## src/include/ecfg_rx_regmap.svh

```systemverilog
`ifndef ECFG_RX_REGMAP_SVH
`define ECFG_RX_REGMAP_SVH

// register indices inside the rx config group
// index = mi_addr[RFAW+1:2], word aligned

// rx enable, mmu enable, remap mode/sel/pattern, timer cfg
`define ELRXCFG   0

// synchronized gpio frame/data pins, read only
`define ELRXGPIO  1

// dynamic remap base
`define ELRXBASE  2

// sticky debug bits, read only
`define ELRXDEBUG 3

`endif

```

## src/design/erx_cfg_pkg.sv

```systemverilog
package erx_cfg_pkg;

   // ############################
   // widths
   // ############################
   localparam int MI_AW   = 20;   // mi byte address
   localparam int MI_DW   = 32;   // mi data word
   localparam int RX_AW   = 32;   // receive address
   localparam int RX_DW   = 32;   // receive data
   localparam int GPIO_W  = 9;    // frame + 8 data pins
   localparam int DBG_W   = 3;    // sticky debug bits
   localparam int REMAP_W = 12;   // remapped upper address bits 31:20

   // debug bit positions
   localparam int DBG_DROP    = 0;   // txn dropped, rx disabled
   localparam int DBG_STATIC  = 1;   // static remap applied
   localparam int DBG_DYNAMIC = 2;   // dynamic remap applied

   // ############################
   // remap mode encoding
   // ############################
   typedef enum logic [1:0] {
      remap_none    = 2'b00,
      remap_static  = 2'b01,
      remap_dynamic = 2'b10,
      remap_off     = 2'b11    // behaves as none
   } remap_mode_t;

   // config fields that steer the remapper
   typedef struct packed {
      logic               rx_enable;
      remap_mode_t        remap_mode;
      logic [REMAP_W-1:0] remap_sel;       // mask over addr 31:20
      logic [REMAP_W-1:0] remap_pattern;   // replacement bits
      logic [RX_AW-1:0]   remap_base;      // added in dynamic mode
   } rx_cfg_t;

endpackage

```

## src/design/mi_bus_if.sv

```systemverilog
`timescale 1ns/1ps

// simple memory interface, one cycle per access, no handshake
interface mi_bus_if
   import erx_cfg_pkg::*;
();

   logic             mi_en;     // access strobe
   logic             mi_we;     // write when high, read otherwise
   logic [MI_AW-1:0] mi_addr;   // full byte address, group in 19:16
   logic [MI_DW-1:0] mi_din;    // write data
   logic [MI_DW-1:0] mi_dout;   // read data, one cycle after the read

   // bus side driving accesses
   modport master (
      output mi_en,
      output mi_we,
      output mi_addr,
      output mi_din,
      input  mi_dout
   );

   // register file side
   modport slave (
      input  mi_en,
      input  mi_we,
      input  mi_addr,
      input  mi_din,
      output mi_dout
   );

endinterface

```

## src/design/ecfg_rx.sv

```systemverilog
`timescale 1ns/1ps
`include "ecfg_rx_regmap.svh"

module ecfg_rx
   import erx_cfg_pkg::*;
#(
   parameter int         RFAW  = 5,      // register index width
   parameter logic [3:0] GROUP = 4'h0    // group id, mi_addr[19:16]
)
(
   input  logic              mi_clk,
   input  logic              reset,
   mi_bus_if.slave           mi,
   input  logic [GPIO_W-1:0] gpio_datain,   // async pins
   input  logic [DBG_W-1:0]  debug_event,   // pulses from remapper
   output rx_cfg_t           rx_cfg,
   output logic              mmu_enable,
   output logic [1:0]        timer_cfg
);

   logic              group_hit;
   logic              ecfg_write;
   logic              ecfg_read;
   logic [RFAW-1:0]   reg_idx;
   logic [MI_DW-1:0]  ecfg_rx_reg;     // rx config word
   logic [MI_DW-1:0]  ecfg_base_reg;   // dynamic remap base
   logic [GPIO_W-1:0] gpio_sync;       // first sync stage
   logic [GPIO_W-1:0] gpio_reg;        // second stage, readable
   logic [DBG_W-1:0]  debug_reg;       // sticky events
   logic [MI_DW-1:0]  rd_data;

   // ############################
   // address decode
   // ############################
   // bit 15 low selects the rx half of the group
   assign group_hit  = (mi.mi_addr[19:15] == {GROUP, 1'b0});
   assign ecfg_write = mi.mi_en &  mi.mi_we & group_hit;
   assign ecfg_read  = mi.mi_en & ~mi.mi_we & group_hit;
   assign reg_idx    = mi.mi_addr[RFAW+1:2];   // word index

   // ############################
   // rx config
   // ############################
   always_ff @(posedge mi_clk)
   begin
      if (reset)
         ecfg_rx_reg <= '0;
      else if (ecfg_write && (reg_idx == RFAW'(`ELRXCFG)))
         ecfg_rx_reg <= mi.mi_din;   // visible next cycle
   end

   // field split
   assign rx_cfg.rx_enable     = ecfg_rx_reg[0];
   assign mmu_enable           = ecfg_rx_reg[1];
   assign rx_cfg.remap_mode    = remap_mode_t'(ecfg_rx_reg[3:2]);
   assign rx_cfg.remap_sel     = ecfg_rx_reg[15:4];
   assign rx_cfg.remap_pattern = ecfg_rx_reg[27:16];
   assign timer_cfg            = ecfg_rx_reg[29:28];   // 00 = timeout off

   // dynamic remap base
   always_ff @(posedge mi_clk)
   begin
      if (reset)
         ecfg_base_reg <= '0;
      else if (ecfg_write && (reg_idx == RFAW'(`ELRXBASE)))
         ecfg_base_reg <= mi.mi_din;
   end

   assign rx_cfg.remap_base = ecfg_base_reg;

   // ############################
   // gpio sync + sticky debug
   // ############################
   // two flops, value readable two clocks after the pins
   always_ff @(posedge mi_clk)
   begin
      if (reset)
      begin
         gpio_sync <= '0;
         gpio_reg  <= '0;
      end
      else
      begin
         gpio_sync <= gpio_datain;
         gpio_reg  <= gpio_sync;
      end
   end

   // events only set bits, cleared by reset alone
   always_ff @(posedge mi_clk)
   begin
      if (reset)
         debug_reg <= '0;
      else
         debug_reg <= debug_reg | debug_event;
   end

   // ############################
   // readback
   // ############################
   always_comb
   begin
      case (reg_idx)
         RFAW'(`ELRXCFG):   rd_data = ecfg_rx_reg;
         RFAW'(`ELRXGPIO):  rd_data = {{(MI_DW-GPIO_W){1'b0}}, gpio_reg};
         RFAW'(`ELRXBASE):  rd_data = ecfg_base_reg;
         RFAW'(`ELRXDEBUG): rd_data = {{(MI_DW-DBG_W){1'b0}}, debug_reg};
         default:           rd_data = '0;   // unmapped
      endcase
   end

   // pipelined, holds until the next read hit
   always_ff @(posedge mi_clk)
   begin
      if (reset)
         mi.mi_dout <= '0;
      else if (ecfg_read)
         mi.mi_dout <= rd_data;
   end

endmodule

```

## src/design/erx_remap.sv

```systemverilog
`timescale 1ns/1ps

module erx_remap
   import erx_cfg_pkg::*;
(
   input  logic             mi_clk,
   input  logic             reset,
   input  rx_cfg_t          rx_cfg,
   input  logic             rx_valid_in,
   input  logic [RX_AW-1:0] rx_addr_in,
   input  logic [RX_DW-1:0] rx_data_in,
   output logic             rx_valid_out,   // one cycle after rx_valid_in
   output logic [RX_AW-1:0] rx_addr_out,
   output logic [RX_DW-1:0] rx_data_out,
   output logic [DBG_W-1:0] debug_event     // registered pulses
);

   logic [REMAP_W-1:0] addr_hi;        // incoming bits 31:20
   logic [RX_AW-1:0]   addr_static;
   logic [RX_AW-1:0]   addr_dynamic;
   logic [RX_AW-1:0]   addr_next;
   logic               accept;         // valid and rx enabled
   logic               drop;           // valid while rx disabled
   logic [DBG_W-1:0]   debug_next;

   // ############################
   // remap select
   // ############################
   assign addr_hi = rx_addr_in[RX_AW-1 -: REMAP_W];

   // pattern where sel is set, own bit elsewhere
   assign addr_static = {(rx_cfg.remap_sel & rx_cfg.remap_pattern) |
                         (~rx_cfg.remap_sel & addr_hi),
                         rx_addr_in[RX_AW-REMAP_W-1:0]};

   assign addr_dynamic = rx_addr_in + rx_cfg.remap_base;   // wraps at 2^32

   always_comb
   begin
      case (rx_cfg.remap_mode)
         remap_static:  addr_next = addr_static;
         remap_dynamic: addr_next = addr_dynamic;
         default:       addr_next = rx_addr_in;   // none and off
      endcase
   end

   // ############################
   // gating + debug events
   // ############################
   assign accept = rx_valid_in &  rx_cfg.rx_enable;
   assign drop   = rx_valid_in & ~rx_cfg.rx_enable;

   always_comb
   begin
      debug_next              = '0;
      debug_next[DBG_DROP]    = drop;
      debug_next[DBG_STATIC]  = accept & (rx_cfg.remap_mode == remap_static);
      debug_next[DBG_DYNAMIC] = accept & (rx_cfg.remap_mode == remap_dynamic);
   end

   // ############################
   // output stage
   // ############################
   always_ff @(posedge mi_clk)
   begin
      if (reset)
      begin
         rx_valid_out <= 1'b0;
         debug_event  <= '0;
      end
      else
      begin
         rx_valid_out <= accept;       // dropped txns never show up
         debug_event  <= debug_next;   // aligned with the output
      end
   end

   // payload follows an accepted txn, no reset
   always_ff @(posedge mi_clk)
   begin
      if (accept)
      begin
         rx_addr_out <= addr_next;
         rx_data_out <= rx_data_in;    // data untouched
      end
   end

endmodule

```

## src/design/erx_cfg_top.sv

```systemverilog
`timescale 1ns/1ps

module erx_cfg_top
   import erx_cfg_pkg::*;
#(
   parameter int         RFAW  = 5,     // register index width
   parameter logic [3:0] GROUP = 4'h0   // config group id
)
(
   input  logic              mi_clk,
   input  logic              reset,
   // simple memory interface
   input  logic              mi_en,
   input  logic              mi_we,
   input  logic [MI_AW-1:0]  mi_addr,
   input  logic [MI_DW-1:0]  mi_din,
   output logic [MI_DW-1:0]  mi_dout,
   // gpio pins
   input  logic [GPIO_W-1:0] gpio_datain,
   // receive path in
   input  logic              rx_valid_in,
   input  logic [RX_AW-1:0]  rx_addr_in,
   input  logic [RX_DW-1:0]  rx_data_in,
   // receive path out, remapped
   output logic              rx_valid_out,
   output logic [RX_AW-1:0]  rx_addr_out,
   output logic [RX_DW-1:0]  rx_data_out,
   // exported config, used outside this block
   output logic              mmu_enable,
   output logic [1:0]        timer_cfg
);

   rx_cfg_t          rx_cfg;        // reg file -> remapper
   logic [DBG_W-1:0] debug_event;   // remapper -> sticky bits

   // ############################
   // mi bus
   // ############################
   mi_bus_if mi ();

   assign mi.mi_en   = mi_en;
   assign mi.mi_we   = mi_we;
   assign mi.mi_addr = mi_addr;
   assign mi.mi_din  = mi_din;
   assign mi_dout    = mi.mi_dout;

   // register file
   ecfg_rx #(
      .RFAW  (RFAW),
      .GROUP (GROUP)
   ) u_ecfg_rx (
      .mi_clk      (mi_clk),
      .reset       (reset),
      .mi          (mi.slave),
      .gpio_datain (gpio_datain),
      .debug_event (debug_event),
      .rx_cfg      (rx_cfg),
      .mmu_enable  (mmu_enable),
      .timer_cfg   (timer_cfg)
   );

   // address remapper
   erx_remap u_erx_remap (
      .mi_clk       (mi_clk),
      .reset        (reset),
      .rx_cfg       (rx_cfg),
      .rx_valid_in  (rx_valid_in),
      .rx_addr_in   (rx_addr_in),
      .rx_data_in   (rx_data_in),
      .rx_valid_out (rx_valid_out),
      .rx_addr_out  (rx_addr_out),
      .rx_data_out  (rx_data_out),
      .debug_event  (debug_event)
   );

endmodule

```

## config.mk

```make
export PLATFORM = sky130hd
export DESIGN_NAME = erx_cfg_top
export DESIGN_NICKNAME = d
export VERILOG_FILES = /design/src/design/erx_cfg_pkg.sv /design/src/design/mi_bus_if.sv /design/src/design/ecfg_rx.sv /design/src/design/erx_remap.sv /design/src/design/erx_cfg_top.sv
export VERILOG_INCLUDE_DIRS = /design/src /design/src/include
export SDC_FILE = /design/constraint.sdc
export NUM_CORES = 1
export LEC_CHECK = 0
export ABC_AREA = 1
export BUFFER_PORTS_ARGS = -buffer_cell sky130_fd_sc_hd__buf_2
export CORE_ASPECT_RATIO = 0.5
export CORE_MARGIN = 2
export CORE_UTILIZATION = 45
export CTS_CLUSTER_SIZE = 14
export DETAILED_ROUTE_END_ITERATION = 10
export GPL_TIMING_DRIVEN = 1
export PLACE_DENSITY = 0.75
export SLEW_MARGIN = 20
export SYNTH_ARGS = -nofsm -noshare
export SYNTH_HDL_FRONTEND = slang
export SYNTH_SLANG_ARGS = --single-unit
```

## constraint.sdc

```tcl
create_clock -name mi_clk -period 3.1 [get_ports mi_clk]
set_clock_uncertainty 0.15 [all_clocks]
set_input_delay 0.31 -clock mi_clk [delete_from_list [all_inputs] [get_ports mi_clk]]
set_output_delay 0.31 -clock mi_clk [all_outputs]
set_load 0.1 [all_outputs]
```

After elaboration in Yosys (flattened, before gate mapping). Index checks and enable logic that the tools add are counted.

Bits of input ports: 130. Logic and storage cells: 37. Output and inout port bits: 100. Register bits after elaboration: 185.

Reduce and logical (&&, ||, !) cells: 4. Add/subtract/negate cells: 1. Bitwise logic cells: 15. Equality and inequality tests: 5. Multiplexer cells: 2.

Operators by type and width (number): 32-bit case mux with 4 select lines (1); 32-bit case mux with 2 select lines (1); 32-bit adder (1); 12-bit bitwise AND (2); 12-bit NOT (1); 12-bit OR (1); 5-bit by 2-bit == test with 1-bit output, second input constant (2); 5-bit logical NOT (2); 1-bit bitwise AND (8); 5-bit by 1-bit == test with 1-bit output, second input constant (1); 3-bit OR (1); 2-bit by 1-bit == test with 1-bit output, second input constant (1); 2-bit == test, second input constant (1); 1-bit logical AND (2); 1-bit NOT (2).

Depth between registers and ports, before layout. Gate-level depths: netlist (run 1).

Depth after elaboration: 4. Depth in mapped cells: 13. Mapped depth without buffers: 13.

By module. A second synthesis (run 1) with hierarchy kept.

Cells, all modules: 1457. Area, all modules: 10471.3 µm².

By module, submodules not included: erx_remap (times used 1, area each 5250.0 µm², sequential area each 2001.9 µm², cells each 699); ecfg_rx (times used 1, area each 5221.3 µm², sequential area each 2342.2 µm², cells each 758).

Least setup slack after synthesis (run 1). OpenSTA, ideal clock, no wires.

Kind: reg-to-reg. Start point: register u_ecfg_rx.ecfg_rx_reg[0]. End point: register u_erx_remap.rx_addr_out[0] (enable). Path slack: 0.881 ns. Data required time: 2.531 ns. Cell stages (with the launch flop): 3. Library setup time: 0.419 ns. Clock period less this slack: 2.219 ns. Arrival time: 1.650 ns. Buffers on the path: 0. Cell sequence: dfxtp_1 -> nand2_1 -> inv_1.

Cells in the longest elaborated chain, start to end: 1.

RTL lines: from (decl) (line ecfg_rx.sv:25) `logic [MI_DW-1:0] ecfg_rx_reg;`; from (signal assigned) (line ecfg_rx.sv:49) `ecfg_rx_reg <= mi.mi_din;`; 1-bit bitwise AND (line erx_remap.sv:50) `assign accept = rx_valid_in & rx_cfg.rx_enable;`; via u_erx_remap.accept (line erx_remap.sv:22) `logic accept;`; to (signal assigned) (line erx_remap.sv:83) `rx_addr_out <= addr_next;`; to (decl) (line erx_remap.sv:13) `output logic [RX_AW-1:0] rx_addr_out,`.

The timed path passes the listed nets, and every way through them passes these cells. A chain may end at the register's enable or synchronous reset.

Worst setup path in the final report (run 1).
Start point: register u_ecfg_rx.ecfg_base_reg[0]. End point: register u_erx_remap.rx_addr_out[28], data pin.

Cells in the longest elaborated chain, start to end: 2.

RTL lines: from (decl) (line ecfg_rx.sv:26) `logic [MI_DW-1:0] ecfg_base_reg;`; from (signal assigned) (line ecfg_rx.sv:66) `ecfg_base_reg <= mi.mi_din;`; 32-bit adder (line erx_remap.sv:36) `assign addr_dynamic = rx_addr_in + rx_cfg.remap_base;`; 32-bit case mux with 2 select lines (line erx_remap.sv:40) `case (rx_cfg.remap_mode)`; via u_erx_remap.addr_next[28] (line erx_remap.sv:21) `logic [RX_AW-1:0] addr_next;`.

The timed path passes the listed nets, and every way through them passes these cells.

==> results.ini, run 1 <==
[clocking]
cts_buffers = 17
cts_tree = yes
cts.reportedPaths.clkPinSlew_ps = 80
ctsLongestPathBuffers = 2
worstSkewPairLatency_ps = 440
ctsResizeCount = 0
htree_levels = 4
cts_root_buf = clkbuf_16
cts_num_sinks = 185
cts_setup_buffers = 0

[global_route]
grt_overflow = 0
antenna_found_initial = 0
grt_pass1_wl_um = 46300
gr-usage-all-layers_pct = 26.6
grt_pass1_vias = 8702
grt_max_degree = 62

[critical_path]
crit_path_end_kind = register
critPathTopFamily = simple AND/OR/NAND/NOR gates
path_buf_inv = 0
crit_cells = 11
cp_max_fo = 5
critPathArrivalTime_ps = 2530
critical_path_class = reg -> reg
reg2reg_depth = 11
crit_required_ps = 3250
path_cells = ha_1, fa_1, nand3_1, nand3_2, nand3_1, nand3_1, nand2_1, nand2_1, nand2_1, nand3_2, a21oi_2
critPathMaxStageDelay_ps = 460
cp_slowest_cell = fa_1
start_kind = register

[timing]
relSlewSlack_pct = 54.8
setup_viol = 0
fin_setup_tns_ps = 0
max_freq_mhz = 421
finalCritPeriodShare_pct = 76.6
rsz0062_at_grt = no
max_slew.worst_pin.slew_ps = 678
holdWs_ps = 13.9
slew_violations = 0
finalHoldViolCount = 0
period_needed_ps = 2380

[synth]
netlist_area_sq_mm = 0.00959
yosysSeqAreaShare_pct = 45.3
syn_nets = 1428
synthArstFlopShare_pct = 0
ys_ff_latch = 185
yosysUniqueCellTypes = 37
ys.warnings.count = 0
synthCells = 1264
synth_ff_type = dfxtp_1
synth_edf_count = 64
syn_avg_cell_area_sq_um = 7.59

[drt]
wl_per_cell_um = 16.5
vias = 9259
drtIter0Drc = 689
drt-total-wl_um = 29900
viasPerCell = 5.12
antenna_left = 0
drt_pass1_iterations = 5
drc_errors = 0

[power_and_ir_drop]
p_per_area_mw_per_mm2 = 424
power_mw = 5.14
power_leakage_nw = 5.62
ir_drop_mv = 0.372

[floorplanning]
start_util_pct = 46.2
die_area_sq_mm = 0.0226
chipHeight_um = 107
core-area_sq_mm = 0.0207
row_count = 37
die_w_um = 210
ios = 230

[final_layout]
syn_to_final_growth_pct = 26.5
num_antenna_cells = 0
num-nets-final = 1688
drive_above_1_share_pct = 22.4
final_area_sq_mm = 0.0121

[status]
status = completed

[min_path]
hold-path-cell-count = 3
min_path_type = in -> reg

[placement]
io_buffers = 219
hpwl_um = 22400
dpl-instance-area_sq_mm = 0.0109
routabilityCongestion = 0.903

[run]
cap_violations = 0

cell families (layout without fill, tap and decap cells):
kind of cell	after synthesis	count (layout)	synth area share (%)
xor+xnor	1	1	0.0914
simple gates	574	574	25.7
buf+inv	248	521	10.1
flops	185	185	45.3
compound gates	222	222	14.3
fa+ha+maj	34	34	4.52
cells in the mapped netlist, drive strengths merged (2+ instances only):
master	number	share of area, %
nand2	364	15
a211oi	56	4.4
nand3	50	3.5
a32o	3	0.31
and2	2	0.13
nor3	8	0.64
o221ai	3	0.27
a22o	3	0.27
dfxtp	121	25
ha	33	4.3
clkbuf	26	1.0
inv	200	7.8
o21bai	3	0.23
nor2	143	6.0
or2	3	0.20
buf	21	1.2
nand4	4	0.26
o22ai	25	1.6
edfxtp	64	20
a21oi	93	5.2
o21ai	33	1.7
cells in the final DEF, fill, tap and decap left out, types with 5 or more instances in the layout:
cell type	netlist	final
nand3_1	32	32
buf_2	18	218
a21oi_1	83	83
dlygate4sd3_1	0	57
nand2_2	25	25
ha_1	33	33
edfxtp_1	64	64
inv_1	190	189
o21ai_0	30	30
a21oi_2	10	10
nor2_2	8	8
nor2_1	132	132
a211oi_1	56	56
buf_4	3	10
nand2_1	339	339
inv_2	10	11
nor3_1	5	5
clkbuf_16	0	17
dfxtp_1	121	121
nand3_2	18	18
o22ai_1	25	25
cell type report:
class	instances	area, sq um
timing repair buffer	288	1800
clock buffer	18	439
inverter	201	754
multi-input combinational	831	4280
clock inverter	14	173
tap	273	342
sequential	185	4340
fill	1911	8610
power by group:
part	total [mW]	leakage, nW	internal, mW	switching, mW
combinational	0.351	3.77	0.158	0.192
sequential	2.52	1.55	2.52	0.00385
clock	2.27	0.298	1.19	1.08
total	5.14	5.62	3.86	1.28
worst paths after layout:
kind,startpoint,endpoint,slack [ps]
setup / recovery,u_ecfg_rx.ecfg_base_reg[0],u_erx_remap.rx_addr_out[28],720
setup reg to reg,u_ecfg_rx.ecfg_base_reg[0],u_erx_remap.rx_addr_out[28],720
hold reg to reg,u_ecfg_rx.gpio_sync[2],u_ecfg_rx.gpio_reg[2],250
hold / removal,mi_din[21],u_ecfg_rx.ecfg_base_reg[21],10
worst min-delay path: cells and delay by family:
| kind | cells | cell delay [ps] |
|---|---|---|
| AO/OA/AOI/OAI | 1 | 50 |
| AND/OR/NAND/NOR | 1 | 100 |
| buffers and inverters | 1 | 110 |
routing by layer:
| metal | vias up | GRT usage [%] | share of wire, % |
|---|---|---|---|
| li1 | 4607 | - | - |
| met1 | 4306 | 38.5 | 49 |
| met2 | 328 | 40.5 | 43 |
| met3 | 18 | 6.27 | 8.0 |
| met4 | 0 | 5.48 | 0.84 |
| met5 | - | 0 | 0 |
metrics by stage:
step	cells	util, %	worst slack (ps)
2_1_floorplan	1264	-	881
3_3_place_gp	1721	52.8	687
3_5_place_dp	1721	52.8	658
4_1_cts	1810	58.5	737
5_1_grt	1810	58.5	510
6_report	1810	58.5	724
what timing repair did:
action	in CTS	in global routing
endpoints found under the setup margin	0	0
endpoints found under the hold margin	63	0
hold buffers	57	0
No activity file was read; power rests on OpenSTA's default activity.
==> run 2: changes to the inputs <==
--- a/config.mk
+++ b/config.mk
@@ -6,7 +6,7 @@
 export SDC_FILE = /design/constraint.sdc
 export NUM_CORES = 1
 export LEC_CHECK = 0
-export ABC_AREA = 1
+export ABC_AREA = 0
 export BUFFER_PORTS_ARGS = -buffer_cell sky130_fd_sc_hd__buf_2
 export CORE_ASPECT_RATIO = 0.5
 export CORE_MARGIN = 2
@@ -14,7 +14,7 @@
 export CTS_CLUSTER_SIZE = 14
 export DETAILED_ROUTE_END_ITERATION = 10
 export GPL_TIMING_DRIVEN = 1
-export PLACE_DENSITY = 0.75
+export PLACE_DENSITY = 0.79
 export SLEW_MARGIN = 20
 export SYNTH_ARGS = -nofsm -noshare
 export SYNTH_HDL_FRONTEND = slang
==> constraint.sdc (replaced) <==
create_clock -name mi_clk -period 2.1 [get_ports mi_clk]
set_clock_uncertainty 0.15 [all_clocks]
set_input_delay 0.21 -clock mi_clk [delete_from_list [all_inputs] [get_ports mi_clk]]
set_output_delay 0.21 -clock mi_clk [all_outputs]
set_load 0.1 [all_outputs]
==> run 2 against run 1 <==
The flow now finishes with violations (negative setup slack). Register-to-register slack got worse by 1600 ps. Hold slack gained 7.7 ps. Clock power increased by 40%. Count of clock-buffer cells in the layout unchanged. Non-clock buffer count grew 189. Design area up 5.3%. Sequential cell count is the same.
==> results.ini, run 2 <==
[status]
status = complete, but fails checks
violations = negative setup slack

[timing]
finalHoldViolCount = 0  ; unchanged
max_slew.worst_pin.slew_ps = 542  ; -135 ps
finalCritPeriodShare_pct = 143  ; +66 points
max_freq_mhz = 334  ; -21%
period_needed_ps = 3000  ; +621 ps
setup_viol = 26  ; +26
slew_violations = 0  ; unchanged
relSlewSlack_pct = 64.1  ; +9.3 points
rsz0062_at_grt = yes
holdWs_ps = 21.6  ; +7.73 ps
fin_ws_ps = -897  ; -1620 ps

[critical_path]
crit_required_ps = 2110  ; -1140 ps
critPathArrivalTime_ps = 3010  ; +480 ps
crit_path_end_kind = register
critical_path_class = reg -> reg
start_kind = register
cp_max_fo = 4  ; -1

[synth]
synth_most_common_cell = nand2_1
syn_nets = 1063  ; -26%
yosys.area.top_type = dfxtp_1
ys_ff_latch = 185  ; unchanged
synthCells = 899  ; -29%
synth_edf_count = 64  ; unchanged
ys_top_cells_by_count = nand2_1 (181), dfxtp_1 (121), a21oi_1 (94)
synth_top_area_share_pct = 28.8  ; +3.6 points
netlist_area_sq_mm = 0.00840  ; -12%
synthArstFlopShare_pct = 0  ; unchanged
syn_avg_cell_area_sq_um = 9.34  ; +23%
ys.warnings.count = 0  ; unchanged
yosysUniqueCellTypes = 61  ; +65%
yosysSeqAreaShare_pct = 51.7  ; +6.4 points
yosys-top-cells-area = dfxtp_1 (29%), edfxtp_1 (23%), nand2_1 (8.1%)
synth_ff_type = dfxtp_1

[global_route]
grt_pass1_wl_um = 42700  ; -7.8%
gr-usage-all-layers_pct = 27.7  ; +1.1 points
antenna_found_initial = 0  ; unchanged
grt_pass1_vias = 8208  ; -5.7%
grt_overflow = 0  ; unchanged
grt_max_degree = 65  ; +4.8%

[power_and_ir_drop]
p_per_area_mw_per_mm2 = 594  ; +40%
ir_drop_mv = 0.534  ; +43%
power_leakage_nw = 5.46  ; -2.8%

[clocking]
cts_buffers = 17  ; unchanged
cts_num_sinks = 185  ; unchanged
worstSkewPairLatency_ps = 440  ; about the same
cts.reportedPaths.clkPinSlew_ps = 80  ; about the same
cts_tree = yes
htree_levels = 4  ; unchanged
ctsLongestPathBuffers = 2  ; unchanged
cts_root_buf = clkbuf_16

[placement]
io_buffers = 219  ; unchanged
routabilityCongestion = 0.885  ; -1.9%
hpwl_um = 19400  ; -14%
dpl-instance-area_sq_mm = 0.0108  ; -1.3%

[min_path]
min_path_type = in -> reg

[drt]
vias = 8513  ; -8.1%
viasPerCell = 5.34  ; +4.4%
drc_errors = 0  ; unchanged
drt_pass1_iterations = 5  ; unchanged
drt-total-wl_um = 28200  ; -5.8%
drtIter0Drc = 753  ; +9.3%
antenna_left = 0  ; unchanged
wl_per_cell_um = 17.7  ; +6.9%

[final_layout]
layout_common_cells = buf_2 (218), nand2_1 (179), buf_4 (155)
ff_latch_area_sq_mm = 0.00435  ; +0.12%
multi_input_comb_area_sq_mm = 0.00413  ; -3.6%
syn_to_final_growth_pct = 52.0
num-nets-final = 1505  ; -11%
fill_cells = 1399  ; -27%
final_common_cell = buf_2
final_area_sq_mm = 0.0128  ; +5.3%
num_antenna_cells = 0  ; unchanged
drive_above_1_share_pct = 35.9  ; +14 points

[floorplanning]
die_w_um = 197  ; -6.3%
ios = 230  ; unchanged
start_util_pct = 45.8  ; -0.47 points
row_count = 35  ; -5.4%
die_area_sq_mm = 0.0198  ; -12%
core-area_sq_mm = 0.0183  ; -12%
chipHeight_um = 101  ; -6.2%

[run]
cap_violations = 0  ; unchanged

[run 2: kinds of logic after synthesis]
logic type,Yosys count,synth area share (%)
AND/OR/NAND/NOR,324,16.8
multiplexers,10,1.25
XOR/XNOR,28,2.92
buffers and inverters,76,3.53
flip-flops,185,51.7
AO/OA/AOI/OAI,242,18.6
adder cells (fa/ha/maj),34,5.16
[run 2: metal layers]
layer  global-route usage [%]  share of wire [%]
met5                        0                  0
met4                     8.85                2.2
met3                     4.85                7.2
met2                     45.5                 46
met1                     37.6                 44
[run 2: worst max-delay path, stage by stage, from the launching register on]
cell and delay [ps]:
dfxtp_2 340, ha_4 160, fa_2 370, a21oi_4 200
o21ai_4 70, a31oi_4 210, o31ai_4 80, a221o_1 360
o21ai_4 260, nor4_2 100, a211oi_2 190, nor4b_1 70
nand3b_1 170
[run 2: path summary, 6_finish.rpt]
| path | startpoint | to | slack, ps | depth (start not counted) |
|---|---|---|---|---|
| setup / recovery | u_ecfg_rx.ecfg_base_reg[0] | u_erx_remap.rx_addr_out[28] | -900 | 12 |
| setup reg to reg | u_ecfg_rx.ecfg_base_reg[0] | u_erx_remap.rx_addr_out[28] | -900 | 12 |
| hold / removal | reset | u_ecfg_rx.gpio_sync[8] | 20 | 2 |
| hold reg to reg | u_ecfg_rx.gpio_sync[3] | u_ecfg_rx.gpio_reg[3] | 290 | 1 |
[run 2: final cells by class]
cell class              instances  area share (%)
clock inverters                14           0.980
repair buffers                477            26.1
multi-input cells             638            32.3
flip-flops and latches        185            34.1
clock buffers                  18            3.53
inverters                      22           0.647
well taps                     240            2.35
[run 2: power by group]
| group | leakage [nW] | internal, mW | switching (mW) | total [mW] |
|---|---|---|---|---|
| Sequential | 1.56 | 3.72 | 0.00671 | 3.72 |
| Clock | 0.279 | 1.64 | 1.54 | 3.17 |
| Combinational | 3.62 | 0.365 | 0.315 | 0.680 |
| Total | 5.46 | 5.72 | 1.86 | 7.58 |
[run 2: repair_timing]
action	CTS	global route
gates resized for setup	54	32
endpoints found under the hold margin	127	0
setup endpoints to repair	26	26
setup buffers	12	7
pin swaps	24	26
hold buffers	94	0
cloned	0	0
[run 2: stage by stage]
stage               worst slack [ps]  power (mW)  cells  setup TNS (ps)  utilization [%]
floorplan                       -751        4.04    899           -8350                -
global placement                -929        4.30   1451          -13450             58.9
detailed placement             -1080        4.31   1451          -15720             58.9
CTS                             -890        7.60   1589          -11590             68.6
global route                    -981        7.80   1594          -16290             69.6
finish                          -897        7.58   1594          -14240             69.6
